### config.mk
export PLATFORM = sky130hd
export DESIGN_NAME = loopers_top
export DESIGN_NICKNAME = d
export VERILOG_FILES = /design/src/hw/loopers_pkg.sv /design/src/hw/alu.sv /design/src/hw/reg_file.sv /design/src/hw/unified_mem.sv /design/src/hw/mem_arbiter.sv /design/src/hw/fetch_unit.sv /design/src/hw/exec_ctrl.sv /design/src/hw/loopers_top.sv
export SDC_FILE = /design/constraint.sdc
export NUM_CORES = 2
export LEC_CHECK = 0
export BUFFER_PORTS_ARGS = -buffer_cell sky130_fd_sc_hd__buf_2
export CAP_MARGIN = 40
export CORE_ASPECT_RATIO = 0.8
export CORE_MARGIN = 4
export CORE_UTILIZATION = 57
export CTS_BUF_LIST = sky130_fd_sc_hd__clkbuf_16
export DETAILED_ROUTE_END_ITERATION = 6
export GPL_TIMING_DRIVEN = 0
export PLACE_DENSITY = 0.79
export SETUP_SLACK_MARGIN = 0.05
export SLEW_MARGIN = 20
export SYNTH_ARGS = -nofsm -noshare
export SYNTH_HDL_FRONTEND = slang
export SYNTH_HIERARCHICAL = 1
export SYNTH_SLANG_ARGS = --single-unit
### constraint.sdc
create_clock -name clk -period 8.4 [get_ports clk]
set_clock_uncertainty 0.15 [all_clocks]
set_input_delay 0 -clock clk [delete_from_list [all_inputs] [get_ports clk]]
set_output_delay 0 -clock clk [all_outputs]
set_load 0.01 [all_outputs]
### src/hw/loopers_pkg.sv
////////////////////
// Shared widths, encodings and bus types for the loopers core
// Imported by every RTL module and by the testbench
////////////////////
`default_nettype none

package loopers_pkg;

   localparam int data_w    = 16;   // Data word
   localparam int addr_w    = 8;    // Word address
   localparam int mem_depth = 256;
   localparam int reg_n     = 8;

   typedef logic [2:0] reg_idx_t;

   // ALU modes, both 00x codes are add
   typedef enum logic [2:0] {
      add     = 3'b000,
      add_alt = 3'b001,
      sub     = 3'b010,   // Add plus one, real subtract needs inversion
      and_op  = 3'b011,
      or_op   = 3'b100,
      xor_op  = 3'b101,
      not_op  = 3'b110,
      sra     = 3'b111
   } alu_mode_t;

   typedef enum logic [3:0] {
      op_alu     = 4'h0,
      op_alu_inv = 4'h1,   // Same as op_alu with rt inverted
      op_ldi     = 4'h2,
      op_ld      = 4'h3,
      op_st      = 4'h4,
      op_bnz     = 4'h5,
      op_halt    = 4'hf
   } opcode_t;

   ////////////////////
   // Instruction formats
   ////////////////////
   typedef struct packed {
      opcode_t   opcode;
      reg_idx_t  rd;
      reg_idx_t  rs;
      reg_idx_t  rt;
      alu_mode_t mode;
   } r_fmt_t;

   typedef struct packed {
      opcode_t          opcode;
      reg_idx_t         rd;
      logic signed [8:0] imm;   // ldi value or bnz displacement
   } i_fmt_t;

   typedef struct packed {
      opcode_t           opcode;
      reg_idx_t          rd;
      reg_idx_t          rs;   // Base register
      logic signed [5:0] off;
   } m_fmt_t;

   typedef union packed {
      r_fmt_t r_fmt;
      i_fmt_t i_fmt;
      m_fmt_t m_fmt;
   } instr_t;

   // Memory bus, one format for all three requesters
   typedef struct packed {
      logic              req;
      logic              we;
      logic [addr_w-1:0] addr;
      logic [data_w-1:0] wdata;
   } mem_req_t;

   typedef struct packed {
      logic              rvalid;   // One-cycle pulse
      logic [data_w-1:0] rdata;
   } mem_rsp_t;

   typedef enum logic [1:0] {
      own_host  = 2'd0,
      own_lsu   = 2'd1,
      own_fetch = 2'd2
   } owner_t;

endpackage

`default_nettype wire

### src/hw/alu.sv
////////////////////
// Combinational 16-bit ALU
// Second operand may be inverted before the mode select
////////////////////
`default_nettype none

module alu
   import loopers_pkg::*;
(
   input  logic [data_w-1:0] alu_op1,
   input  logic [data_w-1:0] alu_op2,
   input  alu_mode_t         alu_mode,
   input  logic              alu_en,
   input  logic              alu_inv_rt,
   output logic [data_w-1:0] alu_out
);

   logic [data_w-1:0] op2_x;   // op2 after optional inversion

   ////////////////////
   // Operand inverter
   ////////////////////
   assign op2_x = alu_op2 ^ {data_w{alu_inv_rt}};

   always_comb begin
      alu_out = '0;   // Disabled ALU drives zero
      if (alu_en) begin
         case (alu_mode)
            add, add_alt: alu_out = alu_op1 + op2_x;
            sub:          alu_out = alu_op1 + op2_x + 1'b1;   // With inversion gives op1 - op2
            and_op:       alu_out = alu_op1 & op2_x;
            or_op:        alu_out = alu_op1 | op2_x;
            xor_op:       alu_out = alu_op1 ^ op2_x;
            not_op:       alu_out = ~alu_op1;
            // Shift count from raw op2, sign bit fills from the left
            sra:          alu_out = $signed(alu_op1) >>> alu_op2[3:0];
            default:      alu_out = '0;
         endcase
      end
   end

endmodule

`default_nettype wire

### src/hw/reg_file.sv
////////////////////
// Eight-entry register file
// Two combinational reads, one write at the clock edge
////////////////////
`default_nettype none

module reg_file
   import loopers_pkg::*;
(
   input  logic              clk,
   input  logic              rst_n,
   input  reg_idx_t          rd_a,
   input  reg_idx_t          rd_b,
   output logic [data_w-1:0] data_a,
   output logic [data_w-1:0] data_b,
   input  logic              we,
   input  reg_idx_t          wr_idx,
   input  logic [data_w-1:0] wr_data
);

   logic [data_w-1:0] regs [reg_n];

   always_ff @(posedge clk or negedge rst_n) begin
      if (!rst_n) begin
         for (int i = 0; i < reg_n; i++) begin
            regs[i] <= '0;
         end
      end else if (we) begin
         regs[wr_idx] <= wr_data;
      end
   end

   // No bypass, a same-cycle write shows up next cycle
   assign data_a = regs[rd_a];
   assign data_b = regs[rd_b];

endmodule

`default_nettype wire

### src/hw/unified_mem.sv
////////////////////
// Single-port program and data RAM
// Registered read, data valid one cycle after the request
////////////////////
`default_nettype none

module unified_mem
   import loopers_pkg::*;
(
   input  logic              clk,
   input  mem_req_t          mem_req,
   output logic [data_w-1:0] rdata
);

   logic [data_w-1:0] mem [mem_depth];   // Contents survive reset

   always_ff @(posedge clk) begin
      if (mem_req.req) begin
         if (mem_req.we) begin
            mem[mem_req.addr] <= mem_req.wdata;
         end else begin
            rdata <= mem[mem_req.addr];   // Holds until next read
         end
      end
   end

endmodule

`default_nettype wire

### src/hw/mem_arbiter.sv
////////////////////
// Fixed-priority memory arbiter, host over lsu over fetch
// Read data is steered back to the owner of the read
////////////////////
`default_nettype none

module mem_arbiter
   import loopers_pkg::*;
(
   input  logic              clk,
   input  logic              rst_n,
   input  mem_req_t          host_req,
   input  mem_req_t          lsu_req,
   input  mem_req_t          fetch_req,
   output logic              lsu_gnt,
   output logic              fetch_gnt,
   output mem_rsp_t          host_rsp,
   output mem_rsp_t          lsu_rsp,
   output mem_rsp_t          fetch_rsp,
   output mem_req_t          mem_req,
   input  logic [data_w-1:0] mem_rdata
);

   owner_t gnt_own;    // Winner this cycle
   owner_t rd_own;     // Owner of the read in flight
   logic   rd_pend;    // Read data arrives this cycle

   ////////////////////
   // Grant select
   ////////////////////
   always_comb begin
      mem_req   = '0;
      lsu_gnt   = 1'b0;
      fetch_gnt = 1'b0;
      gnt_own   = own_fetch;
      if (host_req.req) begin   // Host has no grant, it always wins
         mem_req = host_req;
         gnt_own = own_host;
      end else if (lsu_req.req) begin
         mem_req = lsu_req;
         lsu_gnt = 1'b1;
         gnt_own = own_lsu;
      end else if (fetch_req.req) begin
         mem_req   = fetch_req;
         fetch_gnt = 1'b1;
      end
   end

   always_ff @(posedge clk or negedge rst_n) begin
      if (!rst_n) begin
         rd_pend <= 1'b0;
         rd_own  <= own_host;
      end else begin
         rd_pend <= mem_req.req & ~mem_req.we;   // Writes return nothing
         rd_own  <= gnt_own;
      end
   end

   // Same data to all, rvalid only toward the owner
   assign host_rsp  = '{rvalid: rd_pend && (rd_own == own_host),  rdata: mem_rdata};
   assign lsu_rsp   = '{rvalid: rd_pend && (rd_own == own_lsu),   rdata: mem_rdata};
   assign fetch_rsp = '{rvalid: rd_pend && (rd_own == own_fetch), rdata: mem_rdata};

endmodule

`default_nettype wire

### src/hw/fetch_unit.sv
////////////////////
// Program counter and instruction fetch
// One fetch in flight, next one after retire or branch
////////////////////
`default_nettype none

module fetch_unit
   import loopers_pkg::*;
(
   input  logic              clk,
   input  logic              rst_n,
   input  logic              run,
   input  logic              next_instr,
   input  logic              branch,
   input  logic [addr_w-1:0] branch_target,
   output mem_req_t          fetch_req,
   input  logic              fetch_gnt,
   input  mem_rsp_t          fetch_rsp,
   output instr_t            instr,
   output logic              instr_valid,
   output logic [addr_w-1:0] pc
);

   typedef enum logic [1:0] {
      f_idle,
      f_req,    // Request held until granted
      f_wait    // Granted, waiting for rvalid
   } f_state_t;

   f_state_t state;
   logic     need;   // First fetch after reset or run low

   always_ff @(posedge clk or negedge rst_n) begin
      if (!rst_n) begin
         state       <= f_idle;
         pc          <= '0;
         need        <= 1'b1;
         instr_valid <= 1'b0;
      end else if (!run) begin   // Stopped core restarts at zero
         state       <= f_idle;
         pc          <= '0;
         need        <= 1'b1;
         instr_valid <= 1'b0;
      end else begin
         instr_valid <= 1'b0;
         case (state)
            f_idle: begin
               if (branch) begin   // Taken branch beats plain retire
                  pc    <= branch_target;
                  state <= f_req;
               end else if (next_instr) begin
                  pc    <= pc + 1'b1;
                  state <= f_req;
               end else if (need) begin
                  need  <= 1'b0;
                  state <= f_req;
               end
            end
            f_req: if (fetch_gnt) state <= f_wait;
            f_wait: begin
               if (fetch_rsp.rvalid) begin
                  instr_valid <= 1'b1;
                  state       <= f_idle;
               end
            end
            default: state <= f_idle;
         endcase
      end
   end

   // Instruction register, held for the whole execute
   always_ff @(posedge clk) begin
      if (state == f_wait && fetch_rsp.rvalid) instr <= fetch_rsp.rdata;
   end

   assign fetch_req = '{req: (state == f_req), we: 1'b0, addr: pc, wdata: '0};

endmodule

`default_nettype wire

### src/hw/exec_ctrl.sv
////////////////////
// Decode and execute for the loopers core
// Drives ALU and register file, issues loads and stores
////////////////////
`default_nettype none

module exec_ctrl
   import loopers_pkg::*;
(
   input  logic              clk,
   input  logic              rst_n,
   input  logic              run,
   input  instr_t            instr,
   input  logic              instr_valid,
   input  logic [addr_w-1:0] pc,
   output logic              next_instr,
   output logic              branch,
   output logic [addr_w-1:0] branch_target,
   output reg_idx_t          rf_rd_a,
   output reg_idx_t          rf_rd_b,
   input  logic [data_w-1:0] rf_data_a,
   input  logic [data_w-1:0] rf_data_b,
   output logic              rf_we,
   output reg_idx_t          rf_wr_idx,
   output logic [data_w-1:0] rf_wr_data,
   output logic [data_w-1:0] alu_op1,
   output logic [data_w-1:0] alu_op2,
   output alu_mode_t         alu_mode,
   output logic              alu_en,
   output logic              alu_inv_rt,
   input  logic [data_w-1:0] alu_out,
   output mem_req_t          lsu_req,
   input  logic              lsu_gnt,
   input  mem_rsp_t          lsu_rsp,
   output logic              halted
);

   typedef enum logic [1:0] {
      e_idle,    // Waiting for instr_valid
      e_lsu,     // lsu_req held until granted
      e_load     // Load granted, waiting for data
   } e_state_t;

   e_state_t          state;
   opcode_t           opc;
   logic [addr_w-1:0] mem_addr;   // rs plus signed offset

   assign opc      = instr.r_fmt.opcode;
   assign mem_addr = rf_data_a[addr_w-1:0] + addr_w'(instr.m_fmt.off);

   // ALU fed straight from the register file
   assign alu_op1    = rf_data_a;
   assign alu_op2    = rf_data_b;
   assign alu_mode   = instr.r_fmt.mode;
   assign alu_inv_rt = (opc == op_alu_inv);

   ////////////////////
   // Decode
   ////////////////////
   always_comb begin
      rf_rd_a    = instr.r_fmt.rs;   // rs and rd share bit positions in every format
      rf_rd_b    = instr.r_fmt.rt;
      rf_we      = 1'b0;
      rf_wr_idx  = instr.r_fmt.rd;
      rf_wr_data = alu_out;
      alu_en     = 1'b0;
      case (opc)
         op_alu, op_alu_inv: begin   // Result written in the valid cycle
            alu_en = instr_valid;
            rf_we  = instr_valid;
         end
         op_ldi: begin
            rf_we      = instr_valid;
            rf_wr_data = data_w'(instr.i_fmt.imm);   // Sign extended
         end
         op_ld: begin
            rf_we      = (state == e_load) && lsu_rsp.rvalid;
            rf_wr_data = lsu_rsp.rdata;
         end
         op_st, op_bnz: rf_rd_b = instr.m_fmt.rd;   // Store data or tested register
         default: ;
      endcase
   end

   ////////////////////
   // Sequencing
   ////////////////////
   always_ff @(posedge clk or negedge rst_n) begin
      if (!rst_n) begin
         state         <= e_idle;
         next_instr    <= 1'b0;
         branch        <= 1'b0;
         branch_target <= '0;
         lsu_req       <= '0;
         halted        <= 1'b0;
      end else if (!run) begin   // Run low also clears halted
         state         <= e_idle;
         next_instr    <= 1'b0;
         branch        <= 1'b0;
         branch_target <= '0;
         lsu_req       <= '0;
         halted        <= 1'b0;
      end else begin
         next_instr <= 1'b0;   // Pulses
         branch     <= 1'b0;
         case (state)
            e_idle: begin
               if (instr_valid) begin
                  case (opc)
                     op_ld, op_st: begin
                        lsu_req <= '{req: 1'b1, we: (opc == op_st), addr: mem_addr,
                                     wdata: rf_data_b};
                        state   <= e_lsu;
                     end
                     op_bnz: begin
                        next_instr <= 1'b1;
                        if (rf_data_b != '0) begin
                           branch        <= 1'b1;
                           branch_target <= pc + 1'b1 + addr_w'(instr.i_fmt.imm);
                        end
                     end
                     op_halt: halted <= 1'b1;   // No retire, fetch stays idle
                     default: next_instr <= 1'b1;   // ALU, ldi, unknown codes
                  endcase
               end
            end
            e_lsu: begin
               if (lsu_gnt) begin
                  lsu_req.req <= 1'b0;
                  if (lsu_req.we) begin   // Store done at grant
                     next_instr <= 1'b1;
                     state      <= e_idle;
                  end else begin
                     state <= e_load;
                  end
               end
            end
            e_load: begin
               if (lsu_rsp.rvalid) begin
                  next_instr <= 1'b1;
                  state      <= e_idle;
               end
            end
            default: state <= e_idle;
         endcase
      end
   end

endmodule

`default_nettype wire

### src/hw/loopers_top.sv
////////////////////
// Loopers core top level
// Host loads memory while run is low, halted ends a run
////////////////////
`default_nettype none

module loopers_top
   import loopers_pkg::*;
(
   input  logic     clk,
   input  logic     rst_n,
   input  logic     run,
   input  mem_req_t host_req,
   output mem_rsp_t host_rsp,
   output logic     halted
);

   // Memory side
   mem_req_t          fetch_req;
   mem_req_t          lsu_req;
   mem_req_t          mem_req;
   mem_rsp_t          fetch_rsp;
   mem_rsp_t          lsu_rsp;
   logic              fetch_gnt;
   logic              lsu_gnt;
   logic [data_w-1:0] mem_rdata;

   // Fetch to execute
   instr_t            instr;
   logic              instr_valid;
   logic [addr_w-1:0] pc;
   logic              next_instr;
   logic              branch;
   logic [addr_w-1:0] branch_target;

   // Register file and ALU
   reg_idx_t          rf_rd_a;
   reg_idx_t          rf_rd_b;
   logic [data_w-1:0] rf_data_a;
   logic [data_w-1:0] rf_data_b;
   logic              rf_we;
   reg_idx_t          rf_wr_idx;
   logic [data_w-1:0] rf_wr_data;
   logic [data_w-1:0] alu_op1;
   logic [data_w-1:0] alu_op2;
   alu_mode_t         alu_mode;
   logic              alu_en;
   logic              alu_inv_rt;
   logic [data_w-1:0] alu_out;

   ////////////////////
   // Memory path
   ////////////////////
   mem_arbiter i_arb (
      .clk, .rst_n, .host_req, .lsu_req, .fetch_req, .lsu_gnt, .fetch_gnt,
      .host_rsp, .lsu_rsp, .fetch_rsp, .mem_req, .mem_rdata
   );

   unified_mem i_mem (
      .clk,
      .mem_req,
      .rdata   (mem_rdata)
   );

   ////////////////////
   // Core
   ////////////////////
   fetch_unit i_fetch (
      .clk, .rst_n, .run, .next_instr, .branch, .branch_target,
      .fetch_req, .fetch_gnt, .fetch_rsp, .instr, .instr_valid, .pc
   );

   exec_ctrl i_exec (
      .clk, .rst_n, .run, .instr, .instr_valid, .pc,
      .next_instr, .branch, .branch_target,
      .rf_rd_a, .rf_rd_b, .rf_data_a, .rf_data_b, .rf_we, .rf_wr_idx, .rf_wr_data,
      .alu_op1, .alu_op2, .alu_mode, .alu_en, .alu_inv_rt, .alu_out,
      .lsu_req, .lsu_gnt, .lsu_rsp, .halted
   );

   reg_file i_rf (
      .clk,
      .rst_n,
      .rd_a    (rf_rd_a),
      .rd_b    (rf_rd_b),
      .data_a  (rf_data_a),
      .data_b  (rf_data_b),
      .we      (rf_we),
      .wr_idx  (rf_wr_idx),
      .wr_data (rf_wr_data)
   );

   alu i_alu (
      .alu_op1, .alu_op2, .alu_mode, .alu_en, .alu_inv_rt, .alu_out
   );

endmodule

`default_nettype wire

## Yosys cells after proc, flatten, opt, wreduce, memory -nomap -nowiden

Memories as Yosys holds them, arrays and structs flattened. A register that Yosys moved wholly into a read port is not among the register bits.
Index checks and enable logic that the tools add are counted.
Widths: inputs -> output; s select.

- Input port bits: 29
- Logic and storage cells: 189
- Memory bits (writable): 4096
- Output and inout bits: 18
- Bits in registers: 198
- Memories kept: 1

- Reduce and logical (&&, ||, !) cells: 27
- Shifts and indexed selects: 1
- $lt $le $gt $ge: 4
- Bitwise operators: 10
- Add/subtract/negate cells: 5
- Equality and inequality tests: 37
- Muxes and demuxes: 80

Memory list:

| name | depth | width | read ports | clocked after Yosys merged registers in | write ports | RTL line | text |
|---|---|---|---|---|---|---|---|
| i_mem.mem | 256 | 16 | 1 | 1 | 1 | unified_mem.sv:15 | `logic [data_w-1:0] mem [mem_depth];` |

Operator list:

| kind | count |
|---|---|
| $mux 26 | 6 |
| $bwmux 128 | 1 |
| $pmux 16 s7 | 1 |
| $bmux 16 s3 | 2 |
| $mux 16 | 6 |
| $mux 8 | 9 |
| $demux 16 s3 | 1 |
| $mux 1 | 32 |
| $pmux 16 s2 | 1 |
| $xor 16x16->16 | 2 |
| $mux 2 | 14 |
| $mux 25 | 1 |
| $add 16x1->16 const B | 1 |
| $add 16x16->16 | 1 |
| $add 8x8->8 | 2 |
| $and 16x16->16 | 1 |
| $not 16->16 | 1 |
| $or 16x16->16 | 1 |
| $reduce_bool 16->1 | 1 |
| $sshr 16x4->16 | 1 |
| $ne 2x1->1 const B | 7 |
| $eq 3x3->1 const B | 4 |
| $ge 4x4->1 const B | 3 |
| $not 3->4 | 3 |
| 30 further kinds | 62 |

## Logic depth before layout (Yosys ltp)

- Depth after elaboration: 14
- Gate-level depth with buffers: 26
- Mapped depth without buffers: 19

## Modules after synthesis

Netlist, hierarchy kept.

Modules (own cells, without submodules):

| module | times used | sequential area each (um^2) | area an instance (um^2) | cells each |
|---|---|---|---|---|
| unified_mem | 1 | 123478.4 | 155236.4 | 6705 |
| reg_file | 1 | 3203.1 | 6991.7 | 393 |
| alu | 1 | 0.0 | 3061.7 | 448 |
| exec_ctrl | 1 | 975.9 | 2885.3 | 307 |
| fetch_unit | 1 | 782.0 | 1372.6 | 114 |
| mem_arbiter | 1 | 75.1 | 1228.7 | 177 |

## Worst setup path before layout

No wires, ideal clock.

- Path kind: register to register
- From: register, netlist name i_exec/lsu_req[25]
- To: memory i_mem.mem[0][1], data pin
- Period minus slack after synthesis: 9.271 ns
- Data required time: 6.676 ns
- Data arrival time: 7.547 ns
- Cell stages (with the launch flop): 5
- Buffers on the path: 2
- Setup time: 1.574 ns
- Setup slack: -0.871 ns
- Cells stage by stage: dfrtp_1 buf_6 buf_4 a21oi_1 a21oi_1

RTL lines:

| what | RTL line |
|---|---|
| to (decl) | unified_mem.sv:15 |

## Worst setup path after layout

- From: register i_fetch/instr[15] in the netlist's numbering
- To: register i_rf/regs[63] in the netlist's numbering

- Word-level cells in the longest chain between the ends: 14
- Elaborated cells between the ends (all ways): 27
- Classes of those cells: 2 x add/sub; 5 x eq/ne; 1 x shift; 10 x mux; 5 x bitwise; 4 x reduce/logical

RTL lines:

| what | RTL line | text |
|---|---|---|
| from (decl) | fetch_unit.sv:19 | `output instr_t instr,` |
| from (signal assigned) | fetch_unit.sv:73 | `if (state == f_wait && fetch_rsp.rvalid) instr <= fetch_rsp.rdata;` |
| $eq 4x3->1 | exec_ctrl.sv:67 | `case (opc)` |
| $reduce_or 2->1 * | exec_ctrl.sv:67 |  |
| $mux 3 * | exec_ctrl.sv:67 |  |
| via rf_rd_b[2] | loopers_top.sv:38 | `reg_idx_t rf_rd_b;` |
| $not 3->4 (implied by the code) * | reg_file.sv:35 | `assign data_b = regs[rd_b];` |
| $bmux 16 s3 * | reg_file.sv:35 |  |
| $mux 16 (implied by the code) * (2 in a row) | reg_file.sv:35 |  |
| via rf_data_b[1] | loopers_top.sv:40 | `logic [data_w-1:0] rf_data_b;` |
| $xor 16x16->16 | alu.sv:23 | `assign op2_x = alu_op2 ^ {data_w{alu_inv_rt}};` |
| $add 16x16->16 | alu.sv:29, alu.sv:30 |  |
| $add 16x1->16 | alu.sv:30 | `sub: alu_out = alu_op1 + op2_x + 1'b1;` |
| $pmux 16 s7 * | alu.sv:28 | `case (alu_mode)` |
| $mux 16 * | alu.sv:27 | `if (alu_en) begin` |
| via alu_out[15] | loopers_top.sv:49 | `logic [data_w-1:0] alu_out;` |
| $pmux 16 s2 * | exec_ctrl.sv:67 |  |
| via rf_wr_data[15] | loopers_top.sv:43 | `logic [data_w-1:0] rf_wr_data;` |
| $bwmux 128 * | reg_file.sv:29 | `regs[wr_idx] <= wr_data;` |
| to (signal, indexed assignment) | reg_file.sv:29 |  |
| to (decl) | reg_file.sv:21 | `logic [data_w-1:0] regs [reg_n];` |

The timed path passes the listed nets; every way through them passes the cells marked *. The select of a mux whose other input is x is not followed.
A chain may end at the register's enable or synchronous reset.

==> metrics.yaml <==
syn-cell-area_um2: 170800
path_buf_inv: 6
maxCapViolCount: 0
cpPeakStageDelay_ns: 0.60
core_um2: 297900
synth_cells: 8144
crit_fanout: 10
clkTransAtPathRegs_ns: 0.06
gp_congestion: 1.160
die_y_um: 497.6
status: "finished with violations"
powerDensity_nw_per_um2: 226.9
rsz0062_at_grt: "no"
worstSkewPairLatency_ns: 0.94
crit_path_frequent_cell: "mux2_2"
path_cells: "buf_6 > nor3b_4 > mux2_2 > buf_1 > mux4_1 > mux2_2 > buf_4 > buf_2 > buf_1 > xor2_1 > inv_1 > ha_1 > a21o_2 > a31o_2 > o2111ai_1 > nand2_1 > xor2_1 > o311a_2 > nand4_1 > o21a_1 > o221a_1 > a22oi_1 > nand2_1 > mux2_2"
drive_above_1_share: 0.3237
wire_per_inst_um: 40.08
numCtsBuffers: 388
grt_remaining_overflow: 0
setup_viol: 0
track_usage: 0.3489
die_area_um2: 308500
dp_cells: 12730
start_kind: "register"
cts_sinks: 4310
worstPathRequired_ns: 9.04
worst_hold_slack_ns: 0.03700
slew_viol_final: 0
dr_total_vias: 98960
antenna_found_initial: 37
timing.rr.end: "i_rf/regs[63]"
fin_crit_sh: 0.9126
r2r-start: "i_fetch/instr[15]"
criticalPathCategory: "register to register"
ff2ff_setup_slack_ns: 0.73
ios: 47
crit_family: "compound AO/OA/AOI/OAI gates"
synthArstFlopShare: 0.04223
ys.warnings.count: 6
hold_end: "i_fetch/pc[7]"
violations: "DRC"
h-tree-depth: 5
synth_cell_types: 97
grt_pass1_wl_um: 754600
synth_ff_type: "edfxtp_1"
min-delay-start: "run"
hold_viol: 0
fin_nets: 9293
synthToLayoutAreaGrowth_pct: 16.90
first_global_vias: 96390
vdd_drop_max_mv: 0.2042
relSlewSlack: 0.1581
die_w_um: 620.0
cts_tree: "built"
root_buffer: "clkbuf_16"
drt-total-wl_um: 542600
grt_start_max_net_pins: 69
hpwl_um: 349400
power.leakage_nw: 65.11
dr.pass1.iters: 7
tightest_slew_ns: 1.249
stdcell_count: 13540
ctsHoldBuffers: 25
num_rows: 179
synth-edff-count: 4128
portBuffers: 45
num-fill-cells: 17260
cts_buffer_depth: 4
cts_resized: 0
via_per_inst: 7.310
cp_data_arrival_time_ns: 8.31
syn_avg_cell_area_um2: 20.97
ys_top_cells_by_area: "edfxtp_1 (73%), mux4_2 (14%), dfrtp_1 (2.7%)"
cts_setup_buffers: 0
max_freq_ghz: 0.1304
drtIter0Drc: 19530
yosysTopAreaCell: "edfxtp_1"
drc: 9
ys_ff_latch: 4310
final_antenna_net_count: 0
cp_slowest_cell: "buf_1"
yosys.area.top_type_share: 0.7259
start_util: 0.5733
hold_depth: 5
seq_area_frac_synth: 0.7525
end_kind: "register"
post-route-min-period_ns: 7.666
hold_path_class: "primary input to register"
reg2regPathDepth: 24
layout make-up:
class | count | area, µm² | area share
Sequential cell | 4310 | 128500 | 0.6438
Timing Repair Buffer | 663 | 10140 | 0.05079
Buffer | 619 | 3211 | 0.01608
Clock inverter | 306 | 2552 | 0.01279
Inverter | 51 | 191.4 | 0.0009589
Clock buffer | 393 | 9834 | 0.04926
Tap cell | 3982 | 4982 | 0.02496
Multi-Input combinational cell | 3180 | 40120 | 0.2010
Antenna cell | 34 | 85.08 | 0.0004262
flip-flops by register name, summed over array words and instances, names as in the netlist, 2 cells and up:
register,flops
i_exec/state,2
i_rf/regs,128
i_exec/lsu_req,26
i_fetch/instr,16
i_fetch/state,2
i_mem/rdata,16
i_mem/mem,4096
i_fetch/pc,8
i_arb/rd_own,2
i_exec/branch_target,8
power breakdown:
part | leakage [nW] | internal, mW | total [mW] | switching, mW
Combinational | 19.0 | 1.29 | 3.69 | 2.39
Sequential | 39.8 | 23.8 | 23.9 | 0.0454
Clock | 6.34 | 9.72 | 17.7 | 8.03
Total | 65.1 | 34.8 | 45.3 | 10.5
cells in the mapped netlist (11+ instances only):
library cell	n
edfxtp_1	4128
mux4_2	1042
a22oi_1	523
a21oi_1	373
nor2_1	303
clkbuf_1	290
dfrtp_1	181
mux2_2	166
buf_4	141
nand2_1	117
buf_2	113
o21ai_0	74
o41ai_1	65
mux4_1	56
buf_1	52
inv_1	49
ha_1	48
nor2b_1	41
nand3b_1	29
xor2_1	28
a22o_1	27
mux2i_1	22
nand4_1	22
buf_6	21
nand3_1	18
and2_1	11
xnor2_1	11
per-layer routing:
| layer | up-vias | GRT usage | part of all wire |
|---|---|---|---|
| li1 | 36410 | - | - |
| met1 | 50220 | 0.4622 | 0.32 |
| met2 | 10280 | 0.4965 | 0.44 |
| met3 | 2016 | 0.1400 | 0.17 |
| met4 | 34 | 0.1919 | 0.072 |
| met5 | - | 0.01526 | 0.0021 |
worst max path at each step:
stage                    endpoint  slack, ns               start  cells after the start
2_1_floorplan     i_mem/mem[0][0]      -0.87  i_exec/lsu_req[25]                      4
3_3_place_gp   i_mem/mem[216][10]     -10.50  i_exec/lsu_req[25]                      4
3_5_place_dp        i_rf/regs[63]       1.03   i_fetch/instr[15]                     24
4_1_cts             i_rf/regs[63]       0.98   i_fetch/instr[15]                     24
5_1_grt             i_rf/regs[63]       0.60   i_fetch/instr[15]                     23
6_report            i_rf/regs[63]       0.73   i_fetch/instr[15]                     24
through the flow:
stage | setup TNS, ns | util | cell area (µm²) | setup slack, ns | total power, mW
2_1_floorplan | -1556.90 | - | 170900 | -0.8706 | 26.06
3_3_place_gp | - | 0.5911 | 176100 | -10.50 | 27.44
3_5_place_dp | 0 | 0.6256 | 186300 | 1.034 | 27.70
4_1_cts | 0 | 0.6680 | 199000 | 0.9820 | 45.09
5_1_grt | 0 | 0.6699 | 199600 | 0.5959 | 46.23
6_report | 0 | 0.6702 | 199600 | 0.7339 | 45.29
kinds of logic (layout without fill, tap and decap cells):
group / count (synthesis) / in the layout / synth area share
adder cells (fa/ha/maj): 51 / 51 / 0.003868
multiplexers: 1286 / 1286 / 0.1583
XOR/XNOR: 41 / 41 / 0.002191
buffers and inverters: 670 / 2032 / 0.01959
AO/OA/AOI/OAI: 1164 / 1164 / 0.04591
other: 1 / 51 / 0.00002196
flip-flops: 4310 / 4310 / 0.7525
AND/OR/NAND/NOR: 621 / 621 / 0.01762
cells in the final DEF, fill, tap and decap left out, types with 119 or more instances in the layout:
master     instances
a21oi_1          354
nor2_2           253
a22oi_1          523
buf_6            243
clkbuf_1         247
buf_2            176
clkbuf_16        393
buf_4            181
dfrtp_1          181
buf_16           155
mux4_2          1042
mux2_2           166
edfxtp_1        4128
inv_1            119
worst min-delay path, cell delays in order:
cell           delay [ns]
dlygate4sd3_1        0.53
buf_2                0.17
nor3b_4              0.17
nand3_1              0.09
o211ai_1             0.08
(Power assumes the default switching activity.)
